`config.mk`:
```
export PLATFORM = sky130hd
export DESIGN_NAME = mem_stage
export DESIGN_NICKNAME = d
export VERILOG_FILES = /design/src/logic/dcache_pkg.sv /design/src/logic/cpu_pkg.sv /design/src/logic/dcache_if.sv /design/src/logic/mem_stage.sv /design/src/logic/dcache_ways.sv /design/src/logic/mem_ctrl.sv /design/src/logic/pipe_reg.sv
export VERILOG_INCLUDE_DIRS = /design/src /design/src/logic
export SDC_FILE = /design/constraint.sdc
export NUM_CORES = 2
export LEC_CHECK = 0
export BUFFER_PORTS_ARGS = -buffer_cell sky130_fd_sc_hd__buf_2
export CAP_MARGIN = 20
export CORE_ASPECT_RATIO = 1.5
export CORE_MARGIN = 2
export CORE_UTILIZATION = 50
export CTS_BUF_LIST = sky130_fd_sc_hd__clkbuf_4
export DETAILED_ROUTE_END_ITERATION = 10
export PLACE_DENSITY = 0.66
export SYNTH_ARGS = -nofsm -noshare
export SYNTH_HDL_FRONTEND = slang
export SYNTH_SLANG_ARGS = --single-unit
```
`constraint.sdc`:
```
create_clock -name clk -period 11.02 [get_ports clk]
set_input_delay 0.551 -clock clk [delete_from_list [all_inputs] [get_ports clk]]
set_output_delay 0.551 -clock clk [all_outputs]
set_load 0.01 [all_outputs]
```
`src/logic/mem_macros.svh`:
```
`ifndef MEM_MACROS_SVH
`define MEM_MACROS_SVH

`define WORD_W          32      // Data word width
`define SETS            4       // Cache sets
`define WORDS_PER_LINE  4       // Words in one cache line
`define BYTE_OFFSET_W   2       // Byte offset within a word

`define ENABLE          1'b1
`define DISABLE         1'b0
`define READ            1'b0
`define WRITE           1'b1
`define WAY0            1'b0
`define WAY1            1'b1
`define BYTE0           2'd0
`define BYTE1           2'd1
`define BYTE2           2'd2
`define BYTE3           2'd3

`endif
```
`src/logic/dcache_pkg.sv`:
```
`include "mem_macros.svh"

package dcache_pkg;

    // One cache line, word 0 in the low bits
    typedef logic [`WORDS_PER_LINE-1:0][`WORD_W-1:0] line_t;

    typedef logic [1:0]  index_t;           // Address bits 5:4
    typedef logic [25:0] tag_t;             // Address bits 31:6
    typedef logic [1:0]  word_sel_t;        // Address bits 3:2

endpackage

```
`src/logic/cpu_pkg.sv`:
```
`include "mem_macros.svh"

package cpu_pkg;

    // Memory operation carried from EX into MEM
    typedef enum logic [3:0] {
        NOP = 4'd0,                         // Pass EX result through
        LW  = 4'd1,
        LH  = 4'd2,
        LHU = 4'd3,
        LB  = 4'd4,
        LBU = 4'd5,
        SW  = 4'd6,
        SH  = 4'd7,
        SB  = 4'd8
    } mem_op_t;

    typedef struct packed {
        logic                 en;           // Entry valid
        mem_op_t              mem_op;
        logic [`WORD_W-1:0]   wr_data;      // Store data
        logic [`WORD_W-1:0]   ex_out;       // Address or ALU result
    } ex_mem_t;

    typedef struct packed {
        logic                 en;
        logic [`WORD_W-1:0]   out;          // Load data or passed result
        logic                 miss_align;
    } mem_wb_t;

endpackage

```
`src/logic/dcache_if.sv`:
```
`timescale 1ns/1ns

`include "mem_macros.svh"

interface dcache_if;

    logic                  req;             // Access strobe
    logic [`WORD_W-1:0]    addr;
    logic                  rw;              // READ or WRITE
    logic [`WORD_W-1:0]    wr_data;         // Already merged word
    logic [`WORD_W-1:0]    read_data;       // Word at addr, zero on miss
    logic                  hitway;          // Hit way, or LRU way on miss
    dcache_pkg::line_t     data0_rd;        // Way 0 line when it hits
    dcache_pkg::line_t     data1_rd;        // Way 1 line when it hits

    modport ctrl (
        output req, addr, rw, wr_data,
        input  read_data, hitway, data0_rd, data1_rd
    );

    modport array (
        input  req, addr, rw, wr_data,
        output read_data, hitway, data0_rd, data1_rd
    );

endinterface

```
`src/logic/mem_stage.sv`:
```
`timescale 1ns/1ns

`include "mem_macros.svh"

module mem_stage (
    input  logic                 clk,
    input  logic                 rst_n,
    input  logic                 ex_en,
    input  cpu_pkg::mem_op_t     ex_mem_op,
    input  logic [`WORD_W-1:0]   ex_mem_wr_data,
    input  logic [`WORD_W-1:0]   ex_out,
    output logic                 wb_en,
    output logic [`WORD_W-1:0]   wb_out,
    output logic                 wb_miss_align
);

    cpu_pkg::ex_mem_t ex_d;
    cpu_pkg::ex_mem_t ex_q;
    cpu_pkg::mem_wb_t mem_res;
    cpu_pkg::mem_wb_t wb_q;

    dcache_if dc_bus ();

    assign ex_d.en      = ex_en;
    assign ex_d.mem_op  = ex_mem_op;
    assign ex_d.wr_data = ex_mem_wr_data;
    assign ex_d.ex_out  = ex_out;

    pipe_reg #(.payload_t(cpu_pkg::ex_mem_t)) i_ex_mem (
        .clk   (clk),
        .rst_n (rst_n),
        .d     (ex_d),
        .q     (ex_q)
    );

    mem_ctrl i_mem_ctrl (
        .ex  (ex_q),
        .dc  (dc_bus.ctrl),
        .res (mem_res)
    );

    dcache_ways i_dcache (
        .clk   (clk),
        .rst_n (rst_n),
        .dc    (dc_bus.array)
    );

    // Write into the cache lands on the same edge as this capture
    pipe_reg #(.payload_t(cpu_pkg::mem_wb_t)) i_mem_wb (
        .clk   (clk),
        .rst_n (rst_n),
        .d     (mem_res),
        .q     (wb_q)
    );

    assign wb_en         = wb_q.en;
    assign wb_out        = wb_q.out;
    assign wb_miss_align = wb_q.miss_align;

endmodule

```
`src/logic/dcache_ways.sv`:
```
`timescale 1ns/1ns

`include "mem_macros.svh"

module dcache_ways (
    input  logic     clk,
    input  logic     rst_n,
    dcache_if.array  dc
);

    dcache_pkg::tag_t      tags  [2][`SETS];
    dcache_pkg::line_t     lines [2][`SETS];
    logic [`SETS-1:0]      valid [2];
    logic [`SETS-1:0]      lru;                 // Points at the way to replace

    dcache_pkg::index_t    idx;
    dcache_pkg::tag_t      tag;
    dcache_pkg::word_sel_t word_sel;
    logic [1:0]            hit;
    logic                  hit_way;
    dcache_pkg::line_t     sel_line;
    dcache_pkg::line_t     new_line;

    assign idx      = dc.addr[5:4];
    assign tag      = dc.addr[31:6];
    assign word_sel = dc.addr[3:2];

    assign hit[`WAY0] = valid[`WAY0][idx] && (tags[`WAY0][idx] == tag);
    assign hit[`WAY1] = valid[`WAY1][idx] && (tags[`WAY1][idx] == tag);

    // Miss falls back to the LRU way, which gets allocated
    assign hit_way = hit[`WAY1] ? `WAY1 : (hit[`WAY0] ? `WAY0 : lru[idx]);

    assign dc.hitway   = hit_way;
    assign dc.data0_rd = hit[`WAY0] ? lines[`WAY0][idx] : '0;
    assign dc.data1_rd = hit[`WAY1] ? lines[`WAY1][idx] : '0;

    assign sel_line     = hit[`WAY1] ? lines[`WAY1][idx] : (hit[`WAY0] ? lines[`WAY0][idx] : '0);
    assign dc.read_data = sel_line[word_sel];

    // Zero-filled line on a miss, then the store word on top
    always_comb begin
        new_line = sel_line;
        if (dc.rw == `WRITE) begin
            new_line[word_sel] = dc.wr_data;
        end
    end

    always_ff @(posedge clk) begin
        if (!rst_n) begin
            valid[`WAY0] <= '0;
            valid[`WAY1] <= '0;
            lru          <= '0;
        end else if (dc.req == `ENABLE) begin
            lru[idx] <= ~hit_way;               // Other way becomes LRU
            if (hit == 2'b00) begin
                valid[hit_way][idx] <= `ENABLE;
            end
        end
    end

    always_ff @(posedge clk) begin
        if (dc.req == `ENABLE) begin
            if ((hit == 2'b00) || (dc.rw == `WRITE)) begin
                lines[hit_way][idx] <= new_line;
            end
            if (hit == 2'b00) begin
                tags[hit_way][idx] <= tag;      // Evicted line is dropped
            end
        end
    end

endmodule

```
`src/logic/mem_ctrl.sv`:
```
`timescale 1ns/1ns

`include "mem_macros.svh"

module mem_ctrl (
    input  cpu_pkg::ex_mem_t ex,
    dcache_if.ctrl           dc,
    output cpu_pkg::mem_wb_t res
);

    logic [`BYTE_OFFSET_W-1:0] offset;
    dcache_pkg::word_sel_t     word_sel;
    logic [`WORD_W-1:0]        cur_word;
    logic [7:0]                ld_byte;
    logic [15:0]               ld_half;

    assign dc.addr  = ex.ex_out;
    assign offset   = ex.ex_out[`BYTE_OFFSET_W-1:0];
    assign word_sel = ex.ex_out[3:2];

    // Current contents of the target word in the hit way, zero on miss
    assign cur_word = (dc.hitway == `WAY1) ? dc.data1_rd[word_sel] : dc.data0_rd[word_sel];

    assign ld_half = offset[1] ? dc.read_data[31:16] : dc.read_data[15:0];

    always_comb begin
        case (offset)
            `BYTE0: ld_byte = dc.read_data[7:0];
            `BYTE1: ld_byte = dc.read_data[15:8];
            `BYTE2: ld_byte = dc.read_data[23:16];
            `BYTE3: ld_byte = dc.read_data[31:24];
        endcase
    end

    always_comb begin
        res.en         = ex.en;
        res.out        = '0;
        res.miss_align = `DISABLE;
        dc.req         = `DISABLE;
        dc.rw          = `READ;
        dc.wr_data     = ex.wr_data;
        if (ex.en == `ENABLE) begin
            case (ex.mem_op)
                cpu_pkg::LW: begin
                    if (offset == `BYTE0) begin
                        dc.req  = `ENABLE;
                        res.out = dc.read_data;
                    end else begin
                        res.miss_align = `ENABLE;
                    end
                end
                cpu_pkg::LH, cpu_pkg::LHU: begin
                    if (offset[0] == 1'b0) begin
                        dc.req = `ENABLE;
                        if (ex.mem_op == cpu_pkg::LH) begin
                            res.out = {{16{ld_half[15]}}, ld_half};     // Sign extend
                        end else begin
                            res.out = {16'h0, ld_half};
                        end
                    end else begin
                        res.miss_align = `ENABLE;
                    end
                end
                cpu_pkg::LB: begin
                    dc.req  = `ENABLE;
                    res.out = {{24{ld_byte[7]}}, ld_byte};
                end
                cpu_pkg::LBU: begin
                    dc.req  = `ENABLE;
                    res.out = {24'h0, ld_byte};
                end
                cpu_pkg::SW: begin
                    if (offset == `BYTE0) begin
                        dc.req = `ENABLE;
                        dc.rw  = `WRITE;
                    end else begin
                        res.miss_align = `ENABLE;                       // Store dropped
                    end
                end
                cpu_pkg::SH: begin
                    if (offset[0] == 1'b0) begin
                        dc.req = `ENABLE;
                        dc.rw  = `WRITE;
                        if (offset[1] == 1'b0) begin
                            dc.wr_data = {cur_word[31:16], ex.wr_data[15:0]};
                        end else begin
                            dc.wr_data = {ex.wr_data[15:0], cur_word[15:0]};
                        end
                    end else begin
                        res.miss_align = `ENABLE;
                    end
                end
                cpu_pkg::SB: begin
                    dc.req     = `ENABLE;
                    dc.rw      = `WRITE;
                    dc.wr_data = cur_word;
                    dc.wr_data[{offset, 3'b000} +: 8] = ex.wr_data[7:0];   // New byte in place
                end
                default: begin
                    res.out = ex.ex_out;                                // NOP
                end
            endcase
        end
    end

endmodule

```
`src/logic/pipe_reg.sv`:
```
`timescale 1ns/1ns

module pipe_reg #(
    parameter type payload_t = logic
) (
    input  logic     clk,
    input  logic     rst_n,
    input  payload_t d,
    output payload_t q
);

    // Whole payload cleared on reset so the entry enable drops too
    always_ff @(posedge clk) begin
        if (!rst_n) begin
            q <= '0;
        end else begin
            q <= d;                         // No stall, load every cycle
        end
    end

endmodule

```
# [Word-level counts from Yosys, hierarchy flattened]
# Memory sizes are Yosys's and may differ from the RTL's.
# Index checks and enable logic that the tools add are counted.
[totals] mem_bits_rw=1240 in_bits=71 n_memories=3 output_inout_bits=34 elab_cells=123 ff_bits=107
[op_classes] n_shift=2 n_lt_le_gt_ge=6 eq_ne=13 reduce_logical=15 n_mux=73 addsub=1 bitwise=2
[memory_table] name="i_dcache.lines" words=2 width=512 read_ports=2 rd_ports_with_merged_regs=0 write_ports=1 line_no="dcache_ways.sv:12" source="dcache_pkg::line_t lines [2][`SETS];"
[memory_table] name="i_dcache.tags" words=2 width=104 read_ports=2 rd_ports_with_merged_regs=0 write_ports=1 line_no="dcache_ways.sv:11" source="dcache_pkg::tag_t tags [2][`SETS];"
[memory_table] name="i_dcache.valid" words=2 width=4 read_ports=2 rd_ports_with_merged_regs=0 write_ports=2 line_no="dcache_ways.sv:13" source="logic [`SETS-1:0] valid [2];"
[op_table] operator="128-bit 2-to-1 mux" count=9
[op_table] operator="128-bit binary-select mux with 2-bit select" count=2
[op_table] operator="512-bit 2-to-1 mux" count=1
[op_table] operator="32-bit 2-to-1 mux" count=11
[op_table] operator="128-bit demux with 2-bit select" count=1
[op_table] operator="32-bit binary-select mux with 2-bit select" count=3
[op_table] operator="32-bit one-hot mux with 5 select lines" count=1
[op_table] operator="26-bit 2-to-1 mux" count=5
[op_table] operator="128-bit bitwise mux" count=1
[op_table] operator="26-bit binary-select mux with 2-bit select" count=2
[op_table] operator="104-bit 2-to-1 mux" count=1
[op_table] operator="32-bit demux with 2-bit select" count=1
[op_table] operator="32-bit one-hot mux with 2 select lines" count=1
[op_table] operator="26-bit demux with 2-bit select" count=1
[op_table] operator="26-bit == test" count=2
[op_table] operator="32-bit bitwise mux" count=1
[op_table] operator="8-bit one-hot mux with 4 select lines" count=1
[op_table] operator="8-bit by 7-bit variable shift with 32-bit output (first input constant)" count=1
[op_table] operator="8-bit by 7-bit indexed part select with 32-bit output" count=1
[op_table] operator="1-bit 2-to-1 mux" count=19
[op_table] operator="4-bit by 3-bit == test with 1-bit output (second input constant)" count=4
[op_table] operator="16-bit 2-to-1 mux" count=1
[op_table] operator="4-bit 2-to-1 mux" count=3
[op_table] operator="3-bit OR reduction" count=3
[op_table] operator="other kinds (23)" count=36

# [Logic depth before layout (Yosys ltp)]
[depth] ltp_word=16 mapped_depth=18 mapped_depth_nobuf=12

# [Cells and area by module]
# Synthesis repeated with hierarchy kept, for this count alone.
[unflattened] cells_unflattened=3462 hier_area_um2=58268.4
[modules_own_cells] mod="dcache_ways" cells_per_inst=2809 seq_area_each_um2=37235.7 instances=1 area_each_um2=51470.6
[modules_own_cells] mod="mem_ctrl" cells_per_inst=437 seq_area_each_um2=0.0 instances=1 area_each_um2=3966.3
[modules_own_cells] mod="pipe_reg (i_ex_mem)" cells_per_inst=145 seq_area_each_um2=1381.3 instances=1 area_each_um2=1880.6
[modules_own_cells] mod="pipe_reg (i_mem_wb)" cells_per_inst=71 seq_area_each_um2=680.7 instances=1 area_each_um2=950.9

# [Worst setup path after synthesis]
# Ideal clock, no wire load.
[synth_path] path_kind="reg-to-reg" start="register i_ex_mem.q[5] (netlist name)" end="memory i_dcache.lines[1][256] (netlist name) (enable)" arrival_ns=8.712 slack_ns=1.691 setup_time_ns=0.617 stages_incl_launch_ff=16 cell_sequence="dfxtp_1 > buf_4 > buf_4 > buf_4 > buf_2 > mux4_2 > xnor2_1 > nand4_1 > nor4_1 > and3_1 > buf_4 > buf_2 > buf_4 > buf_2 > a21boi_0 > nor2_1"
[synth_between] elab_chain_cells=11 word_cells_on_any_way=29 classes_between="2 x order compare; 2 x eq/ne; 19 x mux; 1 x bitwise; 5 x reduce/logical"
[synth_lines] item="from (decl)" line_no="pipe_reg.sv:9" source="output payload_t q"
[synth_lines] item="from (signal assigned)" line_no="pipe_reg.sv:15" source="q <= '0;"
[synth_lines] item="from (signal assigned)" line_no="pipe_reg.sv:17" source="q <= d;"
[synth_lines] item="2-bit inverter with 3-bit output" line_no="dcache_ways.sv:28, dcache_ways.sv:29, dcache_ways.sv:65"
[synth_lines] item="26-bit binary-select mux with 2-bit select, on equally long branches" line_no="dcache_ways.sv:28, dcache_ways.sv:29"
[synth_lines] item="26-bit 2-to-1 mux, on equally long branches (2 in series)" line_no="dcache_ways.sv:28, dcache_ways.sv:29"
[synth_lines] item="26-bit == test, on equally long branches" line_no="dcache_ways.sv:28, dcache_ways.sv:29"
[synth_lines] item="1-bit logical AND, on equally long branches" line_no="dcache_ways.sv:28, dcache_ways.sv:29"
[synth_lines] item="2-bit zero test" line_no="dcache_ways.sv:64" source="if ((hit == 2'b00) || (dc.rw == `WRITE)) begin"
[synth_lines] item="1-bit logical OR" line_no="dcache_ways.sv:64"
[synth_lines] item="1-bit 2-to-1 mux" line_no="dcache_ways.sv:64"
[synth_lines] item="1-bit 2-to-1 mux" line_no="dcache_ways.sv:63" source="if (dc.req == `ENABLE) begin"
[synth_lines] item="512-bit 2-to-1 mux (implied by the code)" line_no="dcache_ways.sv:65" source="lines[hit_way][idx] <= new_line;"
[synth_lines] item="to (decl)" line_no="dcache_ways.sv:12"
# Parallel ways exist; a longest one is shown, timed or not. The select of a mux whose other input is x is not followed.

==> impl_metrics.yaml <==
floorplanning:
  core_um2: 111000
  start_util_pct: 50.3
  ios: 105
  die-height_um: 413
  row_count: 150
  die-area_um2: 114000
  die_w_um: 277
detailed_routing:
  antenna_left: 0
  totalWireLength_um: 155000
  drt_iter0_markers: 3515
  drt_pass1_iterations: 8
  num_vias: 33200
  wl_per_cell_um: 29.4
  route.detailed.drc: 0
  viasPerCell: 6.29
pwr:
  p_leak_nw: 20.9
  ir_worst_vdd_mv: 0.0858
  power_density_nw_per_um2: 157
yosys:
  synth_cell_type_count: 74
  synth_ff_type: "edfxtp_1"
  syn_area_um2: 55700
  synth_top_area_share_pct: 66.4
  syn_inst: 3149
  avgSynthCellArea_um2: 17.7
  synth-edff-count: 1232
  yosys-top-cells-area: "edfxtp_1, mux4_2, dfxtp_1"
  synth.largest_area_cell: "edfxtp_1"
  ys_ff_latch: 1347
  yosys_warnings: 0
  synth-async-reset-ratio_pct: 0
  ys_seq_area_share_pct: 70.5
  synthesis.nets: 3227
grt:
  globalRouteOverflowTotal: 0
  grt_max_degree: 129
  antenna_found_initial: 5
  grt_pass1_wl_um: 227000
  track_usage_pct: 27.4
  grt_pass1_vias: 34500
timing:
  fmax_ghz: 0.140
  setup_violations: 0
  tns_ns: 0
  fin_crit_ns: 7.14
  hold_violations: 0
  drv_slew: 0
  finalClockSkew_ns: 0.126
  relSlewSlack_pct: 4.97
  rsz0062_at_grt: "false"
  worst_slew_pin_slew_ns: 1.43
  fin_crit_sh_pct: 64.7
  hold_slack_ns: 0.160
critical_path:
  worstReg2RegEnd: "i_dcache.lines[1][316]"
  endpoint_kind: "flop"
  reg2reg_depth: 13
  worst_ep_arrival_time_ns: 8.04
  critPathMaxFanout: 46
  rrSetupSlack_ns: 3.88
  crit_path_start_kind: "flop"
  rr_startpoint: "i_ex_mem.q[4]"
  critPathKind: "flop to flop"
  cp.required_ns: 11.92
final_layout:
  fillers: 8416
  drive_gt1_share_pct: 28.6
  syn2layout_area_growth_pct: 13.5
  fin_nets: 3680
  final_common_cell: "edfxtp_1"
  final_cell_mix: "edfxtp_1, clkbuf_4, mux4_2"
placement:
  io_buffers: 104
  dp_hpwl_um: 93700
  globalplace.congestion: 0.964
run_status:
  status: "finished clean"
cts:
  insertion_delay_ns: 1.29
  post_cts_buffers: 0
  clock_sinks: 1347
  cts_tree: "yes"
  cts_buffer_depth: 4
  numCtsBuffers: 323
  cts_resized: 0
  clk_pin_slew_worst_paths_ns: 0.07
  clk_root_buffer_cell: "clkbuf_4"
  cts_max_level: 5
job:
  cap_violations: 0
hold_path:
  holdPathEnd: "i_ex_mem.q[4]"
  hp-class: "input port to flop"
  hp-start: "ex_out[4]"
  hold_path_depth: 3
## report_power, final
group | switching, W | total [W] | internal (W)
clock | 0.00188 | 0.00385 | 0.00197
sequential | 0.0000593 | 0.00562 | 0.00556
combinational | 0.000273 | 0.000474 | 0.000201
## worst max-delay path: stages (launching register included)
cell and delay [ns]:
dfxtp_4 0.88, buf_4 0.71, mux4_2 0.61, xor2_1 0.16, a2111oi_2 0.41, nand3_1 0.65, nor4_4 0.46, buf_4 0.41
buf_4 0.64, a31oi_1 0.17, o31ai_1 0.68, a21oi_1 0.18, o21a_1 0.22, a22oi_1 0.50
## cell type report
cell class	count	area, um^2	share of cell area (%)
Clock inverter	79	334	0.528
Multi-Input combinational cell	1578	15500	24.6
Sequential cell	1347	39300	62.1
Clock buffer	470	3530	5.58
Tap cell	1444	1810	2.85
Inverter	20	77.6	0.123
Antenna cell	9	22.5	0.0356
Timing Repair Buffer	332	2670	4.22
## sequential cells by signal, summed over array words and instances (netlist names)
register	flops
i_dcache.lines	1024
i_dcache.tags	208
i_ex_mem.q	69
i_mem_wb.q	34
i_dcache.valid	8
i_dcache.lru	4
## per-layer routing
layer | part of all wire, % | track usage (%) | up-vias
met5 | 0.0064 | 0 | -
met4 | 4.6 | 13.4 | 2
met3 | 7.7 | 5.83 | 330
met2 | 51 | 47.0 | 1720
met1 | 37 | 33.0 | 17200
li1 | - | - | 13900
## cells by family after synthesis
family                     after synthesis  share of synthesized area, %
AOI/OAI and AO/OA                      553                          6.48
xor gates and xnor gates                50                         0.786
adders and majority gates                7                         0.157
buffers and inverters                  224                          1.97
DFF                                   1347                          70.5
muxes                                  398                          15.0
and+or+nand+nor                        570                          5.07
## synth_stat cells (all sizes together), types with 57 or more instances
library cell and count:
edfxtp 1232, mux4 350, nand2 220, a21oi 153, o21ai 126, dfxtp 115, clkbuf 114, and2 97
buf 90, nor2 69, and3 67, a211oi 57
## how the worst max path moves through the flow
stage / endpoint / start / cells after the start
after CTS: i_dcache.lines[1][283] / i_ex_mem.q[4] / 12
after detailed placement: i_dcache.lines[0][60] / i_ex_mem.q[4] / 13
after floorplan: i_dcache.lines[1][256] / i_ex_mem.q[5] / 15
after global routing: i_dcache.lines[0][476] / i_ex_mem.q[4] / 13
final: i_dcache.lines[1][316] / i_ex_mem.q[4] / 13
after global placement: i_dcache.lines[0][295] / i_ex_mem.q[5] / 12
## timing repair
item,in CTS,in global routing
endpoints found under the setup margin,0,0
hold endpoints to repair,75,0
hold buffers,138,0
## stage by stage
stage	setup slack [ns]	utilization (%)	total power, W	cell area (um^2)	cells
2_1_floorplan	1.69	-	0.00600	55700	3149
3_3_place_gp	3.98	52.3	0.00616	58000	4578
3_5_place_dp	3.96	52.3	0.00617	58000	4582
4_1_cts	3.94	57.0	0.0100	63300	5269
5_1_grt	3.43	57.1	0.0103	63300	5278
6_report	3.88	57.1	0.00995	63300	5279
(Power assumes the default switching activity.)
